<file path="src/verilog/softusb_macros.svh">
`ifndef SOFTUSB_MACROS_SVH
`define SOFTUSB_MACROS_SVH

// Program memory, 16-bit words.
`define SOFTUSB_PMEM_AW 11	// Word address width.

// Data memory, four byte lanes.
`define SOFTUSB_DMEM_AW 13	// Byte address width, core side.
`define SOFTUSB_DMEM_WAW 11	// Word address width, host side.

// Host address map.
`define SOFTUSB_DSEL_BIT 17	// Set selects data memory.

`endif

</file>
<file path="src/verilog/softusb_pkg.sv">
`default_nettype none

`include "softusb_macros.svh"

package softusb_pkg;

	// Host bus.
	typedef logic [31:0] axil_addr_t;	// Byte address.
	typedef logic [31:0] axil_data_t;
	typedef logic [3:0] axil_strb_t;
	typedef logic [1:0] axil_resp_t;

	localparam axil_resp_t RESP_OKAY = 2'b00;

	// Program memory.
	typedef logic [15:0] pmem_word_t;
	typedef logic [`SOFTUSB_PMEM_AW-1:0] pmem_addr_t;

	// Data memory.
	typedef logic [7:0] dmem_byte_t;
	typedef logic [`SOFTUSB_DMEM_AW-1:0] dmem_addr_t;	// Core byte address.
	typedef logic [`SOFTUSB_DMEM_WAW-1:0] dmem_waddr_t;	// Word address.

	// Host bus FSM.
	typedef enum logic [1:0] {
		IDLE,
		WRITE_RESP,
		READ_DATA
	} bus_state_t;

endpackage

`default_nettype wire

</file>
<file path="src/verilog/softusb_clear_timer.sv">
`timescale 1ns/100ps
`default_nettype none

module softusb_clear_timer (
	input wire logic sys_clk,
	input wire logic sys_rst,
	output logic clr_we_o,
	output softusb_pkg::dmem_waddr_t clr_addr_o,
	output logic mem_ready_o
);
	import softusb_pkg::*;

	dmem_waddr_t cnt_q;
	logic running_q;
	logic last_word;

	assign last_word = (cnt_q == '1);

	// Sweep begins straight out of reset.
	always_ff @(posedge sys_clk) begin
		if (sys_rst) begin
			cnt_q <= '0;
			running_q <= 1'b1;
			mem_ready_o <= 1'b0;
		end else if (running_q) begin
			cnt_q <= cnt_q + dmem_waddr_t'(1);
			if (last_word) begin
				running_q <= 1'b0;
				mem_ready_o <= 1'b1;	// One cycle after final write.
			end
		end
	end

	assign clr_we_o = running_q;
	assign clr_addr_o = cnt_q;

	a_clear_excl: assert property (@(posedge sys_clk) disable iff (sys_rst)
		!(clr_we_o && mem_ready_o));

endmodule

`default_nettype wire

</file>
<file path="config.mk">
export PLATFORM = sky130hd
export DESIGN_NAME = softusb_clear_timer
export DESIGN_NICKNAME = d
export VERILOG_FILES = /design/src/verilog/softusb_pkg.sv /design/src/verilog/softusb_clear_timer.sv
export VERILOG_INCLUDE_DIRS = /design/src /design/src/verilog
export SDC_FILE = /design/constraint.sdc
export NUM_CORES = 1
export LEC_CHECK = 0
export BUFFER_PORTS_ARGS = -buffer_cell sky130_fd_sc_hd__buf_2
export CAP_MARGIN = 25
export CORE_MARGIN = 3
export CORE_UTILIZATION = 35
export CTS_BUF_LIST = sky130_fd_sc_hd__clkbuf_4
export CTS_CLUSTER_DIAMETER = 150
export DETAILED_ROUTE_END_ITERATION = 6
export HOLD_SLACK_MARGIN = 0.15
export PLACE_DENSITY_LB_ADDON = 0.12
export SLEW_MARGIN = 20
export SYNTH_ARGS = -nofsm -noshare
export SYNTH_HDL_FRONTEND = slang
export SYNTH_SLANG_ARGS = --single-unit
</file>
<file path="constraint.sdc">
create_clock -name sys_clk -period 4 [get_ports sys_clk]
set_input_delay 0.2 -clock sys_clk [delete_from_list [all_inputs] [get_ports sys_clk]]
set_output_delay 0.2 -clock sys_clk [all_outputs]
set_load 0.02 [all_outputs]
</file>
Word level (Yosys, flattened, before mapping)
Cells that the tools add are included.
- output and inout port bits: 13
- input port bits: 2
- logic and storage cells: 8
- register bits: 13
- muxes and demuxes: 2
- reductions and logical operators: 1
- eq/ne operators: 1
- $add $sub $neg: 1
- operators with widths (kind ; number):
    $add 11x1->11 const B ; 1
    $eq 11x11->1 const B ; 1
    $mux 1 ; 2
    $reduce_and 2->1 ; 1

Longest topological paths before layout
Gate-level depths: netlist (run 1).
- word-level depth: 3
- mapped depth: 4
- gate-level depth less buffers: 4

Worst setup path before layout (run 1)
No wires, ideal clock.
- path type: register to register
- from: register cnt_q[0] (netlist: clr_addr_o[0])
- to: register cnt_q[8] (netlist: clr_addr_o[8])
- setup time: 0.071 ns
- buffers on the path: 0
- slack: 2.453 ns
- required time: 3.929 ns
- arrival: 1.477 ns
- period minus slack after synthesis: 1.547 ns
- stages on the path, launching flop included: 5
- cell sequence: dfxtp_1 -> ha_1 -> nand3_1 -> or4_1 -> a21oi_1
- longest elaborated chain between the ends: 1
- ends and longest elaborated chain (element ; line ; source):
    from (decl) ; softusb_clear_timer.sv:13 ; dmem_waddr_t cnt_q;
    from (signal assigned) ; softusb_clear_timer.sv:26 ; cnt_q <= cnt_q + dmem_waddr_t'(1);
    $add 11x1->11 ; softusb_clear_timer.sv:26 ;
Every way passes these cells.
A chain may end at the register's enable or synchronous reset.

Worst setup path in the final report (run 1)
Same ends and word-level chain as after synthesis.

==> results of run 1 <==
## final timing paths
path | depth (start not counted) | from | to
min | 2 | sys_rst | clr_addr_o[0]$_SDFFE_PP0P_
max reg2reg | 4 | clr_addr_o[0]$_SDFFE_PP0P_ | clr_addr_o[8]$_SDFFE_PP0P_
max | 4 | clr_addr_o[0]$_SDFFE_PP0P_ | clr_addr_o[8]$_SDFFE_PP0P_
min reg2reg | 2 | clr_addr_o[9]$_SDFFE_PP0P_ | clr_addr_o[9]$_SDFFE_PP0P_
## metrics by stage
| stage | total power [mW] | hold WS, ps | cell area (um2) |
|---|---|---|---|
| after floorplan | 0.148 | 269 | 576 |
| after global placement | 0.154 | 457 | 654 |
| after detailed placement | 0.154 | 459 | 654 |
| after CTS | 0.241 | 266 | 684 |
| after global routing | 0.250 | 274 | 684 |
| final | 0.239 | 262 | 684 |
## cell families after synthesis
group,count (synthesis),synth area share
flops,13,0.452
fa+ha+maj,1,0.0217
xor+xnor,4,0.0609
simple gates,27,0.274
compound gates,12,0.128
buf+inv,3,0.0261
mux,2,0.0370
## sequential cells by signal (all words and copies together) (netlist names)
name,flops
clr_we_o,1
mem_ready_o,1
clr_addr_o,11
## worst register-to-register path, stage by stage, from the launching register on
cell and delay, ps:
dfxtp_1 410, ha_1 240, nand3_1 120, or4_1 520, a21oi_1 140
## cells in the mapped netlist
master	number
dfxtp_1	13
nand3_1	4
nand2_1	3
clkbuf_1	1
xnor2_1	1
o21ai_0	2
a41oi_1	1
o31ai_1	3
a21o_1	1
inv_1	1
ha_1	1
nor2_1	7
mux2_2	1
and3_2	1
mux2i_1	1
and2_2	1
and4_1	1
a21oi_1	5
nand4_2	1
nand4_1	2
and3_1	1
or3_1	1
nor2b_1	1
nand3_2	1
buf_4	1
or4_1	3
xor2_1	3
## power groups by stage
stage	combinational [mW]	sequential [mW]	clock, mW
6_report	0.0146	0.136	0.0883
5_1_grt	0.0163	0.136	0.0974
4_1_cts	0.0150	0.136	0.0907
3_5_place_dp	0.0148	0.139	0
3_3_place_gp	0.0150	0.139	0
2_1_floorplan	0.00674	0.142	0
## layout by cell type, fill, tap and decap left out, types with 2 or more instances in the layout
master and count:
nand2_1 3, xor2_1 3, nand4_1 2, or4_1 3, o21ai_0 2, o31ai_1 3, dfxtp_1 13, clkbuf_4 4
nand3_1 4, a21oi_1 5, buf_2 14, nor2_1 7
## final cells by class
class                   count  area share
clock buffers               4      0.0439
inverters                   1     0.00548
multi-input cells          46       0.439
flip-flops and latches     13       0.380
well taps                  16      0.0293
repair buffers             14       0.102
## layer usage
layer | vias up | routed length, um
met1 | 234 | 567
met5 | - | 0
li1 | 259 | -
met3 | 2 | 65
met4 | 0 | 14
met2 | 10 | 517
==> metrics.cfg, run 1 <==
[worst_setup_path]
crit_type = flop to flop
path_cells = ha_1 -> nand3_1 -> or4_1 -> a21oi_1
path_buf_inv = 0
cp-start-kind = flop
rrSetupSlack_ps = 2500
crit_family = simple AND/OR/NAND/NOR gates
required_ps = 4210
endpoint_kind = flop
cp_max_fo = 5
critPathMaxStageDelay_ps = 520
worstPathArrival_ps = 1710
crit_path_top_delay_cell = or4_1

[place]
port_buffers = 14
hpwl_um = 828
post-place-ws_ps = 2510
gp_congestion = 0.680
place_inst = 90

[synthesis]
ys.warnings.count = 0
syn_area_um2 = 576
netlist.area_leader.share = 0.452
synth_fp_nets = 65
synthCells = 62
yosysTopAreaCell = dfxtp_1
ys_types = 27
netlist_top_cells_area = dfxtp_1 45%, nor2_1 4.6%, xor2_1 4.6%
ys_ff_latch = 13
seq_area_frac_synth = 0.452
synth_area_per_cell_um2 = 9.28

[clocking]
cts_setup_buffers = 0
clock_latency_ps = 270
cts.root.buffer_cell = clkbuf_4
cts_buffers = 3
cts_tree = built
cts_resized = 0
cts.sinks = 13
holdBufCountCts = 0
clk_pin_slew_ps = 80
htree_levels = 1
clockBufferDepth = 2

[min_path]
hold_path_class = primary input to flop

[detailed_routing]
first_pass_iters = 3
drt-total-wl_mm = 1.16
wire_per_inst_um = 12.4
via_per_inst = 5.37
vias = 505
final_antenna_net_count = 0
drc_errors = 0
drtIter0Drc = 1

[die]
die_w_um = 46.6
start_util = 0.378
core-area_mm2 = 0.00152
io_pins = 15
dieArea_mm2 = 0.00217
dieHeight_um = 46.6
rows = 14

[sta]
skew_ps = 1.93
fmax_mhz = 667
layout_worst_path_cycle_share = 0.375
setup_tns_ps = 0
worstMarginPinSlew_ps = 316
slew_headroom = 0.789
setup_viol = 0
finalHoldViolCount = 0
finalCriticalPeriod_ps = 1500
worst_slack_ps = 2500
drv_slew = 0
rsz0062_at_grt = no

[global_route]
grt_pass1_vias = 456
gr-usage-met2 = 0.201
grt_overflow = 0
grt_usage = 0.125
grt_use_met3 = 0.0352
grt_use_met1 = 0.147
grt_max_degree = 15
busiest_layer = met2
antenna_found_initial = 0
grt_first_pass_wirelength_mm = 1.90

[final_layout]
final_nets = 82
drive_above_1_share = 0.295
layout-area-overhead-vs-synth_pct = 18.9
diodes = 0
instances_no_fill = 94
multi_input_area_um2 = 300
final_util = 0.449
ff_latch_area_um2 = 260
n_fill_cell = 162

[outcome]
status = complete, no violations

[power]
switching_share = 0.234
p_sw_mw = 0.0558
power_frac_seq = 0.569
powerDensity_mw_per_mm2 = 348
leakage_nw = 0.302
p_clk_frac = 0.370
comb_power_share = 0.061
ir_drop_mv = 0.202
p_int_mw = 0.183

[flow_run]
drv_cap = 0

Power figures use the tool's default switching activity.
==> inputs of run 2 (changes only) <==
==> constraint.sdc (replaced) <==
create_clock -name sys_clk -period 1.41 [get_ports sys_clk]
set_input_delay 0.0705 -clock sys_clk [delete_from_list [all_inputs] [get_ports sys_clk]]
set_output_delay 0.0705 -clock sys_clk [all_outputs]
set_load 0.02 [all_outputs]
==> metrics.cfg, run 2 (synthesis gave the netlist of run 1 again) <==
[clocking]
clock_latency_ps = 280  ; about the same
cts.sinks = 13  ; unchanged
htree_levels = 1  ; unchanged
clockBufferDepth = 2  ; unchanged
clk_pin_slew_ps = 80  ; about the same
cts_buffers = 3  ; unchanged
cts_tree = built
cts.root.buffer_cell = clkbuf_4

[worst_setup_path]
crit_family = flip-flops
cp-start-kind = flop
crit_type = flop to flop
required_ps = 1570  ; -2640 ps
crit_path_top_delay_cell = dfxtp_4
critPathMaxStageDelay_ps = 370  ; -150 ps
path_buf_inv = 0  ; unchanged
endpoint_kind = flop
cp_max_fo = 5  ; unchanged
worstPathArrival_ps = 1440  ; -270 ps
path_cells = ha_4 -> and3_2 -> nand3_1 -> mux2_2

[final_layout]
final_cell_mix = 14 x buf_2, 9 x dfxtp_1, 7 x nor2_1
final_common_cell = buf_2
n_fill_cell = 147  ; -9.3%
largest_reg_flops = 11  ; unchanged
diodes = 0  ; unchanged
final_nets = 86  ; +4.9%
fin_area_um2 = 739  ; +8.0%
layout-area-overhead-vs-synth_pct = 28.5
drive_above_1_share = 0.378  ; +0.0832
final_util = 0.485  ; +0.0361
instances_no_fill = 98  ; +4.3%
multi_input_area_um2 = 313  ; +4.2%
ff_latch_area_um2 = 273  ; +4.8%

[die]
io_pins = 15  ; unchanged
dieArea_mm2 = 0.00217  ; unchanged
rows = 14  ; unchanged
start_util = 0.378  ; unchanged
dieHeight_um = 46.6  ; unchanged
core-area_mm2 = 0.00152  ; unchanged
die_w_um = 46.6  ; unchanged

[sta]
fmax_mhz = 783  ; +17%
layout_worst_path_cycle_share = 0.906  ; +0.531
finalHoldViolCount = 0  ; unchanged
finalCriticalPeriod_ps = 1280  ; -221 ps
skew_ps = 8.97  ; +7.04 ps
drv_slew = 0  ; unchanged
setup_viol = 0  ; unchanged
slew_headroom = 0.829  ; +0.0396
rsz0062_at_grt = no
worstMarginPinSlew_ps = 257  ; -59.0 ps

[place]
port_buffers = 14  ; unchanged
hpwl_um = 846  ; +2.1%
gp_congestion = 0.728  ; +7.0%
place_inst = 93  ; +3.3%
placed_area_um2 = 686  ; +4.8%

[global_route]
grt_pass1_vias = 475  ; +4.2%
grt_overflow = 0  ; unchanged
grt_max_degree = 15  ; unchanged
grt_first_pass_wirelength_mm = 1.99  ; +4.7%
antenna_found_initial = 0  ; unchanged
grt_usage = 0.132  ; +0.00742

[power]
ir_drop_mv = 0.500  ; +150%
powerDensity_mw_per_mm2 = 896  ; +160%
leakage_nw = 0.321  ; +6.2%
finalPower_mw = 0.663  ; +180%

[outcome]
status = complete, no violations

[detailed_routing]
drc_errors = 0  ; unchanged
via_per_inst = 5.17  ; -3.7%
vias = 507  ; +0.40%
top_layer = met4
drtIter0Drc = 2  ; +1
met2_length_um = 522  ; +0.97%
wl_met1_um = 584  ; +3.0%
drt-total-wl_mm = 1.17  ; +0.26%
first_pass_iters = 4  ; +1
final_antenna_net_count = 0  ; unchanged
wl_met3_um = 46  ; -29%
wire_per_inst_um = 11.9  ; -3.8%

[flow_run]
drv_cap = 0  ; unchanged

[min_path]
hold_path_class = flop to flop

## run 2: cell count changes in the layout (fill, tap and decap cells not counted)
cell           change
dfxtp_1            -4
buf_4              +3
dfxtp_4            +3
clkbuf_4           -1
clkinv_2           +1
dfxtp_2            +1
dlygate4sd3_1      +1
ha_1               -1
ha_4               +1
## run 2: path summary, 6_finish.rpt
path	startpoint	end	slack (ps)	depth (start not counted)
max reg2reg	clr_addr_o[1]$_SDFFE_PP0P_	clr_addr_o[10]$_SDFFE_PP0P_	130	4
min reg2reg	mem_ready_o$_SDFFE_PP0P_	mem_ready_o$_SDFFE_PP0P_	480	2
min	mem_ready_o$_SDFFE_PP0P_	mem_ready_o$_SDFFE_PP0P_	480	2
max	clr_addr_o[1]$_SDFFE_PP0P_	clr_addr_o[10]$_SDFFE_PP0P_	130	4
## run 2: power breakdown
| group | internal [mW] | total (mW) | switching, mW | leakage, nW |
|---|---|---|---|---|
| Clock | 0.105 | 0.227 | 0.122 | 0.0177 |
| Sequential | 0.373 | 0.385 | 0.0120 | 0.107 |
| Combinational | 0.0225 | 0.0512 | 0.0286 | 0.196 |
| Total | 0.501 | 0.663 | 0.162 | 0.321 |
## run 2: area by class of cell
| type | instances | area share |
|---|---|---|
| flip-flops and latches | 13 | 0.369 |
| inverters | 1 | 0.00508 |
| repair buffers | 18 | 0.139 |
| well taps | 16 | 0.0271 |
| clock buffers | 3 | 0.0305 |
| clock inverters | 1 | 0.00677 |
| multi-input cells | 46 | 0.423 |
## run 2: tightest hold or removal path, cell delays in order (launching register included)
cell and delay (ps):
dfxtp_1 330, a41oi_1 40, nor2_1 70
## run 2: what timing repair did
action	CTS	global route
endpoints found under the hold margin	10	0
hold buffers	1	0
resized for setup	1	3
pin swaps	0	1
setup buffers	0	0
setup endpoints to repair	1	2
## run 2: through the flow
step                      worst slack (ps)  hold slack, ps  setup TNS, ps
after floorplan                      -7.45             140          -7.45
after global placement                51.2             419              0
after detailed placement              13.8             419              0
after CTS                             38.4             488              0
after global routing                  1.35             526              0
final                                  132             477              0
## run 2: routing by layer
metal,GRT usage,up-vias
li1,-,269
met1,0.164,228
met2,0.198,8
met3,0.0352,2
met4,0.0852,0
met5,0,-
==> inputs of run 3 (changes only) <==
--- a/config.mk
+++ b/config.mk
@@ -8,13 +8,14 @@
 export LEC_CHECK = 0
 export BUFFER_PORTS_ARGS = -buffer_cell sky130_fd_sc_hd__buf_2
 export CAP_MARGIN = 25
-export CORE_MARGIN = 3
 export CORE_UTILIZATION = 35
 export CTS_BUF_LIST = sky130_fd_sc_hd__clkbuf_4
 export CTS_CLUSTER_DIAMETER = 150
 export DETAILED_ROUTE_END_ITERATION = 6
 export HOLD_SLACK_MARGIN = 0.15
 export PLACE_DENSITY_LB_ADDON = 0.12
+export REMOVE_ABC_BUFFERS = 1
+export SETUP_SLACK_MARGIN = 0.15
 export SLEW_MARGIN = 20
 export SYNTH_ARGS = -nofsm -noshare
 export SYNTH_HDL_FRONTEND = slang
==> metrics.cfg, run 3 (synthesis gave the netlist of run 1 again) <==
[die]
dieArea_mm2 = 0.00181  ; -16%
die_w_um = 42.6  ; -8.6%
start_util = 0.378  ; unchanged
rows = 14  ; unchanged
core-area_mm2 = 0.00152  ; unchanged
io_pins = 15  ; unchanged
dieHeight_um = 42.6  ; -8.6%

[global_route]
grt_max_degree = 15  ; unchanged
grt_usage = 0.159  ; +0.0266
grt_pass1_vias = 490  ; +3.2%
grt_overflow = 0  ; unchanged
grt_first_pass_wirelength_mm = 2.10  ; +5.5%
antenna_found_initial = 0  ; unchanged

[final_layout]
largest_reg_flops = 11  ; unchanged
final_common_cell = buf_2
layout-area-overhead-vs-synth_pct = 46.1
drive_above_1_share = 0.517  ; +0.139
final_cell_mix = 14 x buf_2, 7 x nor2_1, 7 x dfxtp_2, 7 x buf_4, 5 x dfxtp_1
diodes = 0  ; unchanged
final_nets = 93  ; +8.1%
fin_area_um2 = 841  ; +14%
instances_no_fill = 105  ; +7.1%

[worst_setup_path]
reg2reg_depth = 5  ; +1
critPathMaxStageDelay_ps = 360  ; about the same
crit_type = flop to flop
path_cells = buf_6 -> nand4_4 -> buf_6 -> or3_4 -> a21oi_2
reg2reg_from = clr_addr_o[0]$_SDFFE_PP0P_
rrSetupSlack_ps = 180  ; +50 ps
cp-start-kind = flop
r2r-end = clr_addr_o[5]$_SDFFE_PP0P_
crit_path_start = clr_addr_o[0]$_SDFFE_PP0P_
crit_cells = 5  ; +1
crit_family = simple AND/OR/NAND/NOR gates
path_buf_inv = 2  ; +2
endpoint = clr_addr_o[5]$_SDFFE_PP0P_
endpoint_kind = flop
crit_path_top_delay_cell = dfxtp_2
worstPathArrival_ps = 1440  ; about the same
required_ps = 1630  ; +60 ps
cp_max_fo = 5  ; unchanged
crit_top_cell = buf_6

[min_path]
hold_path_class = flop to flop
whs_path_depth = 2  ; unchanged

[detailed_routing]
first_pass_iters = 4  ; unchanged
via_per_inst = 5.20  ; +0.51%
vias = 546  ; +7.7%
wl_met3_um = 60  ; +30%
met2_length_um = 597  ; +14%
wl_met1_um = 578  ; -1.0%
final_antenna_net_count = 0  ; unchanged
drc_errors = 0  ; unchanged
drtIter0Drc = 4  ; +2
top_layer = met3
drt-total-wl_mm = 1.24  ; +5.9%
wire_per_inst_um = 11.8  ; -1.1%

[place]
gp_congestion = 0.704  ; -3.2%
placed_area_um2 = 707  ; +3.1%
place_inst = 97  ; +4.3%
port_buffers = 14  ; unchanged
hpwl_um = 858  ; +1.5%

[power]
ir_drop_mv = 0.656  ; +31%
leakage_nw = 0.345  ; +7.6%
powerDensity_mw_per_mm2 = 849  ; -5.3%
finalPower_mw = 0.714  ; +7.6%

[sta]
worstMarginPinSlew_ps = 271  ; +14.1 ps
fmax_mhz = 815  ; +4.1%
finalCriticalPeriod_ps = 1230  ; -50.4 ps
rsz0062_at_grt = yes
setup_viol = 0  ; unchanged
drv_slew = 0  ; unchanged
finalHoldViolCount = 0  ; unchanged
layout_worst_path_cycle_share = 0.870  ; -0.0358
setup_tns_ps = 0  ; unchanged
slew_headroom = 0.819  ; -0.00942
skew_ps = 8.47  ; -0.503 ps

[clocking]
clock_latency_ps = 280  ; about the same
clk_pin_slew_ps = 80  ; about the same
cts.root.buffer_cell = clkbuf_4
cts_buffers = 3  ; unchanged
cts.sinks = 13  ; unchanged
clockBufferDepth = 2  ; unchanged
cts_tree = built
htree_levels = 1  ; unchanged

[outcome]
status = complete, no violations

[flow_run]
drv_cap = 0  ; unchanged

run 3: cell count changes in the layout (fill, tap and decap cells not counted), moves of 2 or more:
| cell | delta |
|---|---|
| buf_4 | +4 |
| dfxtp_4 | -2 |
| dfxtp_1 | -4 |
| buf_6 | +3 |
| dfxtp_2 | +6 |
| nand3_1 | -2 |
run 3: worst min-delay path by stage:
stage                                from  slack [ps]                          to
3_5_place_dp                      sys_rst         420  clr_addr_o[1]$_SDFFE_PP0P_
4_1_cts          mem_ready_o$_SDFFE_PP0P_         500    mem_ready_o$_SDFFE_PP0P_
5_1_grt        clr_addr_o[9]$_SDFFE_PP0P_         530  clr_addr_o[9]$_SDFFE_PP0P_
6_report         mem_ready_o$_SDFFE_PP0P_         490    mem_ready_o$_SDFFE_PP0P_
2_1_floorplan                     sys_rst         140  clr_addr_o[5]$_SDFFE_PP0P_
3_3_place_gp                      sys_rst         410  clr_addr_o[1]$_SDFFE_PP0P_
run 3: timing repair:
action / CTS / global route
setup buffers: 2 / 1
endpoints found under the setup margin: 5 / 5
hold endpoints to repair: 10 / 0
pin swaps: 4 / 3
hold buffers: 1 / 0
resized for setup: 9 / 11
run 3: report_power, final:
| part | switching [mW] | leakage [nW] | internal, mW |
|---|---|---|---|
| sequential | 0.0107 | 0.108 | 0.376 |
| combinational | 0.0379 | 0.218 | 0.0407 |
| clock | 0.119 | 0.0184 | 0.129 |
| total | 0.168 | 0.345 | 0.546 |
run 3: stage by stage:
stage,setup slack [ps],util,hold slack [ps]
6_report,183,0.552,494
3_5_place_dp,39.6,0.464,422
5_1_grt,116,0.552,530
2_1_floorplan,-144,-,140
3_3_place_gp,68.1,0.464,414
4_1_cts,150,0.523,499
run 3: layout make-up:
type	instances	area, um2
clock buffers	4	30.0
fillers	144	683
inverters	1	3.75
multi-input cells	46	348
flip-flops and latches	13	273
well taps	16	20.0
repair buffers	25	166
run 3: per-layer routing:
metal,vias to the layer above,global-route usage
met3,0,0.0776
met4,0,0.0563
met2,16,0.249
met1,248,0.187
met5,-,0
li1,282,-
run 3: worst register-to-register path, cell delays in order (launching register included):
cell and delay (ps):
dfxtp_2 360, buf_6 110, nand4_4 120, buf_6 150, or3_4 320, a21oi_2 110
