`src/verilog/softusb_macros.svh`:
```
`ifndef SOFTUSB_MACROS_SVH
`define SOFTUSB_MACROS_SVH

// Program memory, 16-bit words.
`define SOFTUSB_PMEM_AW 11	// Word address width.

// Data memory, four byte lanes.
`define SOFTUSB_DMEM_AW 13	// Byte address width, core side.
`define SOFTUSB_DMEM_WAW 11	// Word address width, host side.

// Host address map.
`define SOFTUSB_DSEL_BIT 17	// Set selects data memory.

`endif

```
`src/verilog/softusb_pkg.sv`:
```
`default_nettype none

`include "softusb_macros.svh"

package softusb_pkg;

	// Host bus.
	typedef logic [31:0] axil_addr_t;	// Byte address.
	typedef logic [31:0] axil_data_t;
	typedef logic [3:0] axil_strb_t;
	typedef logic [1:0] axil_resp_t;

	localparam axil_resp_t RESP_OKAY = 2'b00;

	// Program memory.
	typedef logic [15:0] pmem_word_t;
	typedef logic [`SOFTUSB_PMEM_AW-1:0] pmem_addr_t;

	// Data memory.
	typedef logic [7:0] dmem_byte_t;
	typedef logic [`SOFTUSB_DMEM_AW-1:0] dmem_addr_t;	// Core byte address.
	typedef logic [`SOFTUSB_DMEM_WAW-1:0] dmem_waddr_t;	// Word address.

	// Host bus FSM.
	typedef enum logic [1:0] {
		IDLE,
		WRITE_RESP,
		READ_DATA
	} bus_state_t;

endpackage

`default_nettype wire

```
`src/verilog/mem_access_if.sv`:
```
`timescale 1ns/100ps
`default_nettype none

interface mem_access_if;
	import softusb_pkg::*;

	logic pmem_we;		// Program memory write.
	logic dmem_we;		// Data memory write, lanes per wstrb.
	dmem_waddr_t addr;	// Shared word address.
	axil_data_t wdata;
	axil_strb_t wstrb;

	// Registered, valid one cycle after addr.
	pmem_word_t pmem_rdata;
	axil_data_t dmem_rdata;

	modport ctrl (
		output pmem_we, dmem_we, addr, wdata, wstrb,
		input pmem_rdata, dmem_rdata
	);

	modport mem (
		input pmem_we, dmem_we, addr, wdata, wstrb,
		output pmem_rdata, dmem_rdata
	);

endinterface

`default_nettype wire

```
`src/verilog/softusb_axil_fsm.sv`:
```
`timescale 1ns/100ps
`default_nettype none

`include "softusb_macros.svh"

module softusb_axil_fsm (
	input wire logic sys_clk,
	input wire logic sys_rst,
	input wire logic mem_ready_i,

	input wire softusb_pkg::axil_addr_t awaddr_i,
	input wire logic awvalid_i,
	output logic awready_o,
	input wire softusb_pkg::axil_data_t wdata_i,
	input wire softusb_pkg::axil_strb_t wstrb_i,
	input wire logic wvalid_i,
	output logic wready_o,
	output logic bvalid_o,
	output softusb_pkg::axil_resp_t bresp_o,
	input wire logic bready_i,

	input wire softusb_pkg::axil_addr_t araddr_i,
	input wire logic arvalid_i,
	output logic arready_o,
	output logic rvalid_o,
	output softusb_pkg::axil_data_t rdata_o,
	output softusb_pkg::axil_resp_t rresp_o,
	input wire logic rready_i,

	mem_access_if.ctrl mem
);
	import softusb_pkg::*;

	bus_state_t state_q;
	bus_state_t state_d;

	logic write_pending;
	logic wr_hs;
	logic rd_hs;

	logic rd_dsel_q;	// Read targets data memory.
	logic rd_fresh_q;	// First READ_DATA cycle, RAM output live.
	axil_data_t rd_word;
	axil_data_t rdata_q;

	assign write_pending = awvalid_i | wvalid_i;

	// Both write channels are taken in one go.
	assign wr_hs = (state_q == IDLE) & awvalid_i & wvalid_i & mem_ready_i;
	assign rd_hs = (state_q == IDLE) & arvalid_i & mem_ready_i & ~write_pending;

	assign awready_o = wr_hs;
	assign wready_o = wr_hs;
	assign arready_o = rd_hs;

	// Memory access in the handshake cycle.
	assign mem.addr = wr_hs ? awaddr_i[`SOFTUSB_DMEM_AW-1:2] : araddr_i[`SOFTUSB_DMEM_AW-1:2];
	assign mem.pmem_we = wr_hs & ~awaddr_i[`SOFTUSB_DSEL_BIT];
	assign mem.dmem_we = wr_hs & awaddr_i[`SOFTUSB_DSEL_BIT];
	assign mem.wdata = wdata_i;
	assign mem.wstrb = wstrb_i;

	always_comb begin
		state_d = state_q;
		case (state_q)
			IDLE: begin
				if (wr_hs)
					state_d = WRITE_RESP;
				else if (rd_hs)
					state_d = READ_DATA;
			end
			WRITE_RESP: begin
				if (bready_i)
					state_d = IDLE;
			end
			READ_DATA: begin
				if (rready_i)
					state_d = IDLE;
			end
			default: state_d = IDLE;
		endcase
	end

	always_ff @(posedge sys_clk) begin
		if (sys_rst) begin
			state_q <= IDLE;
			rd_fresh_q <= 1'b0;
		end else begin
			state_q <= state_d;
			rd_fresh_q <= rd_hs;
		end
	end

	// Program words are zero-extended.
	assign rd_word = rd_dsel_q ? mem.dmem_rdata : {16'h0000, mem.pmem_rdata};

	always_ff @(posedge sys_clk) begin
		if (rd_hs)
			rd_dsel_q <= araddr_i[`SOFTUSB_DSEL_BIT];
		if (rd_fresh_q)
			rdata_q <= rd_word;	// Hold under back-pressure.
	end

	assign rdata_o = rd_fresh_q ? rd_word : rdata_q;
	assign rvalid_o = (state_q == READ_DATA);
	assign bvalid_o = (state_q == WRITE_RESP);
	assign bresp_o = RESP_OKAY;
	assign rresp_o = RESP_OKAY;

	a_one_resp: assert property (@(posedge sys_clk) disable iff (sys_rst)
		!(bvalid_o && rvalid_o));

	a_r_stable: assert property (@(posedge sys_clk) disable iff (sys_rst)
		rvalid_o && !rready_i |=> rvalid_o && $stable(rdata_o));

endmodule

`default_nettype wire

```
`src/flat_wrapper.sv`:
```
// flat-port wrapper written by rule: the top's interface ports become plain ports
module softusb_axil_fsm_flat import softusb_pkg::*;
  (sys_clk, sys_rst, mem_ready_i, awaddr_i, awvalid_i, awready_o, wdata_i, wstrb_i, wvalid_i, wready_o, bvalid_o, bresp_o, bready_i, araddr_i, arvalid_i, arready_o, rvalid_o, rdata_o, rresp_o, rready_i, mem_pmem_we, mem_dmem_we, mem_addr, mem_wdata, mem_wstrb, mem_pmem_rdata, mem_dmem_rdata);
  mem_access_if mem_i ();
  input wire logic sys_clk;
  input wire logic sys_rst;
  input wire logic mem_ready_i;
  input wire softusb_pkg::axil_addr_t awaddr_i;
  input wire logic awvalid_i;
  output logic awready_o;
  input wire softusb_pkg::axil_data_t wdata_i;
  input wire softusb_pkg::axil_strb_t wstrb_i;
  input wire logic wvalid_i;
  output logic wready_o;
  output logic bvalid_o;
  output softusb_pkg::axil_resp_t bresp_o;
  input wire logic bready_i;
  input wire softusb_pkg::axil_addr_t araddr_i;
  input wire logic arvalid_i;
  output logic arready_o;
  output logic rvalid_o;
  output softusb_pkg::axil_data_t rdata_o;
  output softusb_pkg::axil_resp_t rresp_o;
  input wire logic rready_i;
  output wire logic [$bits(mem_i.pmem_we)-1:0] mem_pmem_we;
  output wire logic [$bits(mem_i.dmem_we)-1:0] mem_dmem_we;
  output wire logic [$bits(mem_i.addr)-1:0] mem_addr;
  output wire logic [$bits(mem_i.wdata)-1:0] mem_wdata;
  output wire logic [$bits(mem_i.wstrb)-1:0] mem_wstrb;
  input wire logic [$bits(mem_i.pmem_rdata)-1:0] mem_pmem_rdata;
  input wire logic [$bits(mem_i.dmem_rdata)-1:0] mem_dmem_rdata;
  assign mem_pmem_we = mem_i.pmem_we;
  assign mem_dmem_we = mem_i.dmem_we;
  assign mem_addr = mem_i.addr;
  assign mem_wdata = mem_i.wdata;
  assign mem_wstrb = mem_i.wstrb;
  assign mem_i.pmem_rdata = mem_pmem_rdata;
  assign mem_i.dmem_rdata = mem_dmem_rdata;
  softusb_axil_fsm u_core (.sys_clk(sys_clk), .sys_rst(sys_rst), .mem_ready_i(mem_ready_i), .awaddr_i(awaddr_i), .awvalid_i(awvalid_i), .awready_o(awready_o), .wdata_i(wdata_i), .wstrb_i(wstrb_i), .wvalid_i(wvalid_i), .wready_o(wready_o), .bvalid_o(bvalid_o), .bresp_o(bresp_o), .bready_i(bready_i), .araddr_i(araddr_i), .arvalid_i(arvalid_i), .arready_o(arready_o), .rvalid_o(rvalid_o), .rdata_o(rdata_o), .rresp_o(rresp_o), .rready_i(rready_i), .mem(mem_i));
endmodule
```
`config.mk`:
```
export PLATFORM = sky130hd
export DESIGN_NAME = softusb_axil_fsm_flat
export DESIGN_NICKNAME = d
export VERILOG_FILES = /design/src/verilog/softusb_pkg.sv /design/src/verilog/mem_access_if.sv /design/src/verilog/softusb_axil_fsm.sv /design/src/flat_wrapper.sv
export VERILOG_INCLUDE_DIRS = /design/src /design/src/verilog
export SDC_FILE = /design/constraint.sdc
export NUM_CORES = 1
export LEC_CHECK = 0
export BUFFER_PORTS_ARGS = -buffer_cell sky130_fd_sc_hd__buf_2
export CORE_AREA = 5 5 92 94
export CTS_CLUSTER_SIZE = 24
export DETAILED_ROUTE_END_ITERATION = 10
export DIE_AREA = 0 0 97 99
export PLACE_DENSITY = 0.66
export SLEW_MARGIN = 20
export SYNTH_ARGS = -nofsm -noshare
export SYNTH_HDL_FRONTEND = slang
export SYNTH_SLANG_ARGS = --single-unit
```
`constraint.sdc`:
```
create_clock -name sys_clk -period 4 [get_ports sys_clk]
set_input_delay 0.6 -clock sys_clk [delete_from_list [all_inputs] [get_ports sys_clk]]
set_output_delay 0.6 -clock sys_clk [all_outputs]
set_load 0.1 [all_outputs]
```
* Yosys cells after proc, flatten, opt, wreduce, memory -nomap -nowiden *
Index checks and enable logic that the tools add are counted.

storage, ports and cells
  output and inout port bits = 90
  input port bits = 156
  register bits after elaboration = 36

operators by class
  eq/ne operators = 5
  bitwise gates (word level) = 11
  muxes and demuxes = 8
  reductions and logical operators = 2

operators by type and width
  operator                                                                  count
  32-bit 2-to-1 mux                                                         2
  11-bit 2-to-1 mux                                                         1
  1-bit bitwise AND                                                         8
  2-bit 2-to-1 mux                                                          4
  2-bit one-hot mux with 3 select lines                                     1
  2-bit by 1-bit inequality test with 1-bit output (second input constant)  2
  3-bit by 2-bit inequality test with 1-bit output (second input constant)  1
  3-bit AND reduction                                                       1
  2-bit by 1-bit equality test with 1-bit output (second input constant)    1
  2-bit equality test (second input constant)                               1
  2-bit logical NOT                                                         1
  1-bit NOT                                                                 2
  1-bit bitwise OR                                                          1

* Depth between registers and ports, before layout *
Gate-level depths: netlist of the first run.

  depth after elaboration = 7
  depth in mapped cells = 6

* Worst setup path after synthesis of the first run *
OpenSTA, ideal clock, no wires.

  kind = input-to-output
  from = in awvalid_i
  to = out arready_o
  setup slack = 0.480 ns
  data required time = 3.400 ns
  stages = 2
  data arrival time = 2.920 ns
  cells stage by stage = nand4bb_1 > nor3_1

on the way
  cells in the longest elaborated chain, start to end = 3

ends and longest elaborated chain
  what               line                    source
  from (decl)        flat_wrapper.sv:9       input wire logic awvalid_i;
  1-bit bitwise OR   softusb_axil_fsm.sv:46  assign write_pending = awvalid_i | wvalid_i;
  1-bit NOT          softusb_axil_fsm.sv:50  assign rd_hs = (state_q == IDLE) & arvalid_i & mem_ready_i & ~write_pending;
  1-bit bitwise AND  softusb_axil_fsm.sv:50
  to (decl)          flat_wrapper.sv:20      output logic arready_o;

Every way passes these cells.

* Final worst setup path of the first run *
  from = reg u_core.rd_fresh_q
  to = out rdata_o[16]

on the way
  cells in the longest elaborated chain, start to end = 1

ends and longest elaborated chain
  what                    line                     source
  from (decl)             softusb_axil_fsm.sv:42   logic rd_fresh_q;
  from (signal assigned)  softusb_axil_fsm.sv:90   rd_fresh_q <= rd_hs;
  32-bit 2-to-1 mux       softusb_axil_fsm.sv:104  assign rdata_o = rd_fresh_q ? rd_word : rdata_q;
  to (decl)               flat_wrapper.sv:22       output softusb_pkg::axil_data_t rdata_o;

Every way passes these cells.

==> results.md, run 1 <==
- Run status: completed
- CTS sink cnt: 36
- Max-Cap Viols: 0
- Ys Warns: 0
- Max-slew violation count: 0
- Htree depth: 2
- Total track usage: around 9.7%
- Total Wirelength: 4854 um
- Mapped Cells: 211
- Vias in the first global route: 1701
- Clock tree from TritonCTS: built
- Switching power: 0.0009042 W
- Initial DRC Count: 28
- Netlist Area Pre-Place: 0.001861 sq mm
- Sw frac: 56.90%
- RSZ-0062 raised after global routing: false
- P&R area growth vs syn: 27.51%
- Fmax: approximately 350 MHz
- Hold WC Path Type: reg -> reg
- Largest net degree at the start of global routing: 31
- Chip height: 99 um
- Kind of end point of the critical path: output pin
- CTS buffer count: 5
- Fin crit period: 2.885 ns
- Avg Vias per Cell: 4.000
- Final Skew: 0.003424 ns
- Initial antenna violation count: 0
- Finish-stage setup viols: 0
- # fillers: 811
- Layout cell share with drive strength beyond 1: 50.17%
- Final worst-path cycle share: 72.12%
- RD Place Congestion: ~0.77
- Final hold viol count: 0
- Slew @ Worst Pin: 0.6435 ns
- Clock Power Share: 15.1%
- Crit path required time: roughly 3.4 ns
- CP Cell Sequence: and2_1 -> nand2_1 -> o21ai_0 -> buf_2
- CORE AREA: 0.007567 sq mm
- First-pass GRT wire length: 7707 um
- Total number of vias: 1612
- Worst-skew pair later-pin latency: 0.28 ns
- Crit-path max FO: 21
- Pint: 0.0006850 W
- Seq cells post-synth: 36
- Starting Density: 24.59%
- Io pins: roughly 250
- Slowest-stage cell, CP: dfxtp_1
- VDD IR max: 0.2489 mV
- DP Worst Slack: 1.338 ns
- Final net count: 457
- Worst R2R Setup Slack: 2.37 ns
- Clock-pin slew on the worst setup and hold paths: 0.07 ns
- Initial DRT Pass Iterations: 4
- Part of the power in registers: 28.9%
- Sequential share of the synthesized area: 39.27%
- Post-DRT Antenna Nets: 0
- Die Width: 97 um
- Cell row count: 32
- CP Class: reg -> out
- Arrival time worst endpoint: 2.28 ns
- ANT cells: 0
- Avg Inst Size Synth: 8.818 sq um
- CTS resizes: 0
- Max Root-Sink Buffers: 2
- Leakage: ~1.3 nW
- Comb pwr share: around 56%
- Overflow after GRT: 0
- Detailed Place HPWL: around 4000 um
- Avg WL per Cell: between 10 and 15 um
- Root Buffer: clkbuf_8
- Setup TNS: 0 ns
- Full die area: approximately 0.0096 sq mm
- PortBufs: 129
- Setup ws final: about 1.1 ns
- Crit-path max cell delay: 0.73 ns
- Yosys cell types: 25
- # hold bufs at CTS: 0
- Crit start category: flip-flop
- Power Density: 669.9 mW/mm^2
- Post-route DRC: 0
- Slew HR: 57.04%
- Post-CTS Setup Inserts: 0
==> Yosys cell counts <==
cell / instances / area, sq um
o21ai_0: 16 / 80.08
buf_6: 1 / 11.26
mux2_2: 6 / 67.56
mux2_4: 6 / 90.09
conb_1: 1 / 3.750
nor3_1: 2 / 10.01
buf_2: 1 / 5.000
a21oi_1: 17 / 85.08
dfxtp_1: 35 / 700.7
nand4_4: 1 / 21.27
clkbuf_1: 5 / 18.77
mux2i_1: 16 / 160.2
edfxtp_1: 1 / 30.03
nor2b_1: 1 / 6.260
and2_1: 1 / 6.260
buf_4: 44 / 330.3
nand2b_1: 1 / 6.260
nor4_1: 1 / 6.260
nand2_1: 15 / 56.30
nor2_2: 1 / 6.260
and2b_1: 1 / 7.510
nor2_1: 18 / 67.56
nand3_1: 1 / 5.000
inv_1: 18 / 67.56
nand4bb_1: 1 / 11.26
==> final timing paths <==
path / startpoint / endpoint / depth (start not counted)
worst max-delay path: u_core.rd_fresh_q / rdata_o[16] / 4
worst min-delay path: u_core.rdata_q[0] / u_core.rdata_q[0] / 2
worst min register to register: u_core.rdata_q[0] / u_core.rdata_q[0] / 2
worst max register to register: u_core.rd_fresh_q / u_core.rdata_q[16] / 3
==> power by group through the flow <==
stage | logic [W] | registers (W) | clock network (W)
final | 0.000891 | 0.000459 | 0.000239
after global routing | 0.000924 | 0.000465 | 0.000268
after CTS | 0.000897 | 0.000459 | 0.000258
after detailed placement | 0.000896 | 0.000467 | 0
after global placement | 0.000890 | 0.000465 | 0
after floorplan | 0.000934 | 0.000466 | 0
==> sequential cells by signal, indices dropped and copies added (netlist names) <==
name	flops
u_core.rdata_q	32
u_core.state_q	2
u_core.rd_dsel_q	1
u_core.rd_fresh_q	1
==> routing by layer <==
| layer | vias to the layer above | track usage, % | wire length (um) |
|---|---|---|---|
| met5 | - | 0 | 0 |
| met3 | 8 | 3.609 | 451 |
| met1 | 705 | 8.827 | 1684 |
| li1 | 814 | - | - |
| met2 | 85 | 18.90 | 2629 |
| met4 | 0 | 4.428 | 88 |
==> cells by family after synthesis <==
logic type | share of synthesized area [%]
compound gates | 8.877
buf+inv | 23.27
simple gates | 11.30
flops | 39.27
mux | 17.08
other cells | 0.2016
==> per-stage QoR <==
step	total power, W	std cells	hold slack [ns]	area [sq um]	util [%]
global placement	0.001356	396	0.4545	2295	30.32
global route	0.001658	403	0.4787	2372	31.35
detailed placement	0.001363	396	0.4606	2295	30.32
floorplan	0.001400	214	0.4882	1872	-
CTS	0.001614	403	0.4719	2372	31.35
finish	0.001589	403	0.4674	2372	31.35
==> cells in the final DEF (no fill, tap or decap), types with 2 or more instances in the layout <==
cell	n
mux2i_1	16
nor2_1	18
dfxtp_1	35
a21oi_1	17
clkbuf_8	5
buf_2	129
mux2_2	6
inv_1	18
nor3_1	2
nand2_1	15
mux2_4	6
conb_1	4
buf_4	2
o21ai_0	16
==> worst max-delay path, delay by kind of cell (launching register included) <==
family                 cells  cell delay (ns)
flip-flops                 1             0.73
AO/OA/AOI/OAI              1             0.11
buffers and inverters      1             0.47
AND/OR/NAND/NOR            2             0.69
==> final cells by class <==
class | instances | area (sq um) | area share, %
inverters | 18 | 67.56 | 2.848
multi-input cells | 109 | 708.2 | 29.85
repair buffers | 131 | 660.6 | 27.85
well taps | 102 | 127.6 | 5.380
flip-flops and latches | 36 | 730.7 | 30.80
clock inverters | 1 | 5.005 | 0.2110
clock buffers | 6 | 72.57 | 3.059
Note: power is estimated with default switching activity, not from simulation.
==> run 2, diff against run 1 <==
--- a/config.mk
+++ b/config.mk
@@ -6,11 +6,12 @@
 export SDC_FILE = /design/constraint.sdc
 export NUM_CORES = 1
 export LEC_CHECK = 0
+export ABC_AREA = 1
 export BUFFER_PORTS_ARGS = -buffer_cell sky130_fd_sc_hd__buf_2
-export CORE_AREA = 5 5 92 94
+export CORE_AREA = 5 5 93 95
 export CTS_CLUSTER_SIZE = 24
 export DETAILED_ROUTE_END_ITERATION = 10
-export DIE_AREA = 0 0 97 99
+export DIE_AREA = 0 0 98 100
 export PLACE_DENSITY = 0.66
 export SLEW_MARGIN = 20
 export SYNTH_ARGS = -nofsm -noshare
==> constraint.sdc (replaced) <==
create_clock -name sys_clk -period 2.95 [get_ports sys_clk]
set_input_delay 0.4425 -clock sys_clk [delete_from_list [all_inputs] [get_ports sys_clk]]
set_output_delay 0.4425 -clock sys_clk [all_outputs]
set_load 0.1 [all_outputs]
==> results.md, run 2 <==
- Starting Density: 24.98% (was 24.59%)
- Hold WC Path Type: in -> reg (was reg -> reg)
- Yosys cell types: 21 (was 25)
- DP Cell Count: 445 (was 396)
- Most flops, register: u_core.rdata_q (unchanged)
- Non-filler cells, final: 453 (was 403)
- Avg Inst Size Synth: 7.237 sq um (was 8.818 sq um)
- Slew HR: 63.37% (was 57.04%)
- Io pins: 246 (unchanged)
- Max-Cap Viols: 0 (unchanged)
- Post-synth top area cell: dfxtp_1 (unchanged)
- Htree depth: 2 (unchanged)
- Leakage: 1.318 nW (was 1.263 nW)
- Worst-skew pair later-pin latency: 0.28 ns (about the same)
- Hold_ws: 0.3317 ns (was 0.4674 ns)
- Initial antenna violation count: 0 (unchanged)
- # fillers: 822 (was 811)
- Ys Warns: 0 (unchanged)
- Clock Power Share: 17.3% (was 15.1%)
- Final hold viol count: 0 (unchanged)
- Overflow after GRT: 0 (unchanged)
- Total Wirelength: 5149 um (was 4854 um)
- Hold wc startpoint: araddr_i[17] (was u_core.rdata_q[0])
- Post-route DRC: 0 (unchanged)
- EDFF count, synth: 1 (unchanged)
- Most frequent cell after synthesis: nand2_1 (was buf_4)
- Avg WL per Cell: 11.37 um (was 12.04 um)
- CORE AREA: 0.007647 sq mm (was 0.007567 sq mm)
- VDD IR max: 0.2284 mV (was 0.2489 mV)
- RD Place Congestion: 0.8202 (was 0.7724)
- CTS resizes: 0 (unchanged)
- Arrival time worst endpoint: 2.05 ns (was 2.28 ns)
- Post-CTS Setup Inserts: 0 (unchanged)
- Setup ws final: 0.4575 ns (was 1.115 ns)
- CTS buffer count: 5 (unchanged)
- Avg Vias per Cell: 4.026 (was 4.000)
- Most frequent cells in the layout: buf_2, nand2_1, dfxtp_1, inv_1, nor2_1 (was buf_2, dfxtp_1, inv_1, nor2_1, a21oi_1)
- Top cells by area, synth: dfxtp_1, buf_4, nand2_1 (was dfxtp_1, buf_4, mux2i_1)
- R2R cell count: 3 (unchanged)
- Reg-to-reg startpoint: u_core.rd_dsel_q (was u_core.rd_fresh_q)
- Switching power: 0.001275 W (was 0.0009042 W)
- CP Class: reg -> out (unchanged)
- Kind of end point of the critical path: output pin (unchanged)
- Post-synth top flop: dfxtp_1 (unchanged)
- Final worst-path cycle share: 84.49%
- CTS sink cnt: 36 (unchanged)
- # hold bufs at CTS: 0 (unchanged)
- Part of the power in registers: 27.7% (was 28.9%)
- Max-slew violation count: 0 (unchanged)
- Synth top area share: 36.67% (was 37.66%)
- Post-DRT Antenna Nets: 0 (unchanged)
- Worst hold stages: 1 (was 2)
- Final Skew: 0.008276 ns (was 0.003424 ns)
- Total number of vias: 1824 (was 1612)
- DP Worst Slack: 0.6934 ns (was 1.338 ns)
- Post-synth top cells: nand2_1, buf_4, dfxtp_1 (was buf_4, dfxtp_1, inv_1, nor2_1, a21oi_1)
- Largest net degree at the start of global routing: 49 (was 31)
- Most common cell after layout, fill and taps aside: buf_2 (unchanged)
- Mapped Cells: 264 (was 211)
- Finish-stage setup viols: 0 (unchanged)
- Final net count: 506 (was 457)
- R2R Path End: u_core.rdata_q[1] (was u_core.rdata_q[16])
- Sw frac: 56.37% (was 56.90%)
- Vias in the first global route: 1779 (was 1701)
- Cell row count: 32 (unchanged)
- Chip height: 100 um (was 99 um)
- Die Width: 98 um (was 97 um)
- Total track usage: 10.16% (was 9.685%)
- Worst R2R Setup Slack: 1.56 ns (was 2.37 ns)
- Fin crit period: 2.493 ns
- Clock tree from TritonCTS: built (unchanged)
- Netlist Area Pre-Place: 0.001911 sq mm (was 0.001861 sq mm)
- Fmax: roughly 400 MHz
- Clock-pin slew on the worst setup and hold paths: 0.08 ns (was 0.07 ns)
- P&R area growth vs syn: 27.96% (was 27.51%)
- Post-layout instance area: 0.002445 sq mm (was 0.002372 sq mm)
- Seq cells post-synth: 36 (unchanged)
- Slew @ Worst Pin: 0.5494 ns (was 0.6435 ns)
- Run status: completed (unchanged)
- Full die area: 0.009800 sq mm (was 0.009603 sq mm)
- Power Density: 925.2 mW/mm^2 (was 669.9 mW/mm^2)
- Comb pwr share: 55.1% (was 56.0%)
- Crit-path max FO: 16 (was 21)
- Initial DRC Count: 46 (was 28)
- Max reg flops: 32 (unchanged)
- Initial DRT Pass Iterations: 4 (unchanged)
- Root Buffer: clkbuf_8 (unchanged)
- Max Root-Sink Buffers: 2 (unchanged)
- Synth async-reset ratio: 0% (unchanged)
- Placed instance area: 0.002338 sq mm (was 0.002295 sq mm)
- RSZ-0062 raised after global routing: false (unchanged)
- Top Registers: u_core.rdata_q: 32 flops, u_core.state_q: 2 flops (unchanged)
- Sequential share of the synthesized area: 38.24% (was 39.27%)
- Layout Utilization: 31.97% (was 31.35%)
- Detailed Place HPWL: 4184 um (was 3942 um)
- PortBufs: 129 (unchanged)
- Crit path required time: 2.51 ns (was 3.40 ns)
- Pint: 0.0009868 W (was 0.0006850 W)
- First-pass GRT wire length: 8197 um (was 7707 um)
- ANT cells: 0 (unchanged)
- Hold endpoint: u_core.rd_dsel_q (was u_core.rdata_q[0])
- Crit start category: flip-flop (unchanged)
- Layout cell share with drive strength beyond 1: 44.16% (was 50.17%)
## run 2: area by class of cell
| cell class | instances | area, sq um | area share [%] |
|---|---|---|---|
| clock buffers | 6 | 93.84 | 3.838 |
| clock inverters | 2 | 12.51 | 0.5118 |
| inverters | 26 | 97.59 | 3.992 |
| multi-input cells | 150 | 695.7 | 28.45 |
| flip-flops and latches | 36 | 732.0 | 29.94 |
| well taps | 102 | 127.6 | 5.220 |
| repair buffers | 131 | 685.7 | 28.05 |
## run 2: cell families (layout without fill, tap and decap cells)
family / after synthesis / count (layout) / share of synthesized area [%]
AND/OR/NAND/NOR: 112 / 112 / 25.47
AO/OA/AOI/OAI: 34 / 34 / 10.15
buffers and inverters: 81 / 165 / 25.93
flip-flops: 36 / 36 / 38.24
other: 1 / 4 / 0.1963
## run 2: worst max-delay path by stage
stage               cells after the start         startpoint  slack, ns          end
finish                                  4   u_core.rd_dsel_q       0.46   rdata_o[1]
global route                            4   u_core.rd_dsel_q       0.25   rdata_o[1]
CTS                                     4   u_core.rd_dsel_q       0.39   rdata_o[1]
detailed placement                      4   u_core.rd_dsel_q       0.69   rdata_o[1]
global placement                        4   u_core.rd_dsel_q       0.75   rdata_o[1]
floorplan                               3  u_core.rd_fresh_q      -0.25  rdata_o[17]
## run 2: per-stage QoR
step           total power, W  TNS (ns)
2_1_floorplan        0.001934    -4.120
3_3_place_gp         0.001880         0
3_5_place_dp         0.001889         0
4_1_cts              0.002293         0
5_1_grt              0.002376         0
6_report             0.002262         0
## run 2: per-layer routing
layer | up-vias | part of all wire [%] | global-route usage (%)
met5 | - | 0 | 0
met2 | 119 | 45 | 17.07
met3 | 11 | 14 | 4.864
met1 | 740 | 40 | 11.33
met4 | 0 | 1.4 | 3.408
li1 | 954 | - | -
## run 2: power by group through the flow
| stage | Clock [W] | Sequential, W | Combinational, W |
|---|---|---|---|
| floorplan | 0 | 0.000635 | 0.00130 |
| global placement | 0 | 0.000634 | 0.00125 |
| detailed placement | 0 | 0.000637 | 0.00125 |
| CTS | 0.000414 | 0.000625 | 0.00125 |
| global route | 0.000440 | 0.000638 | 0.00130 |
| finish | 0.000390 | 0.000625 | 0.00125 |
## run 2: critical path, cell delays in order, from the launching register on
cell	delay [ns]
edfxtp_1	0.63
inv_2	0.35
nand2_1	0.11
a31oi_1	0.20
buf_2	0.47
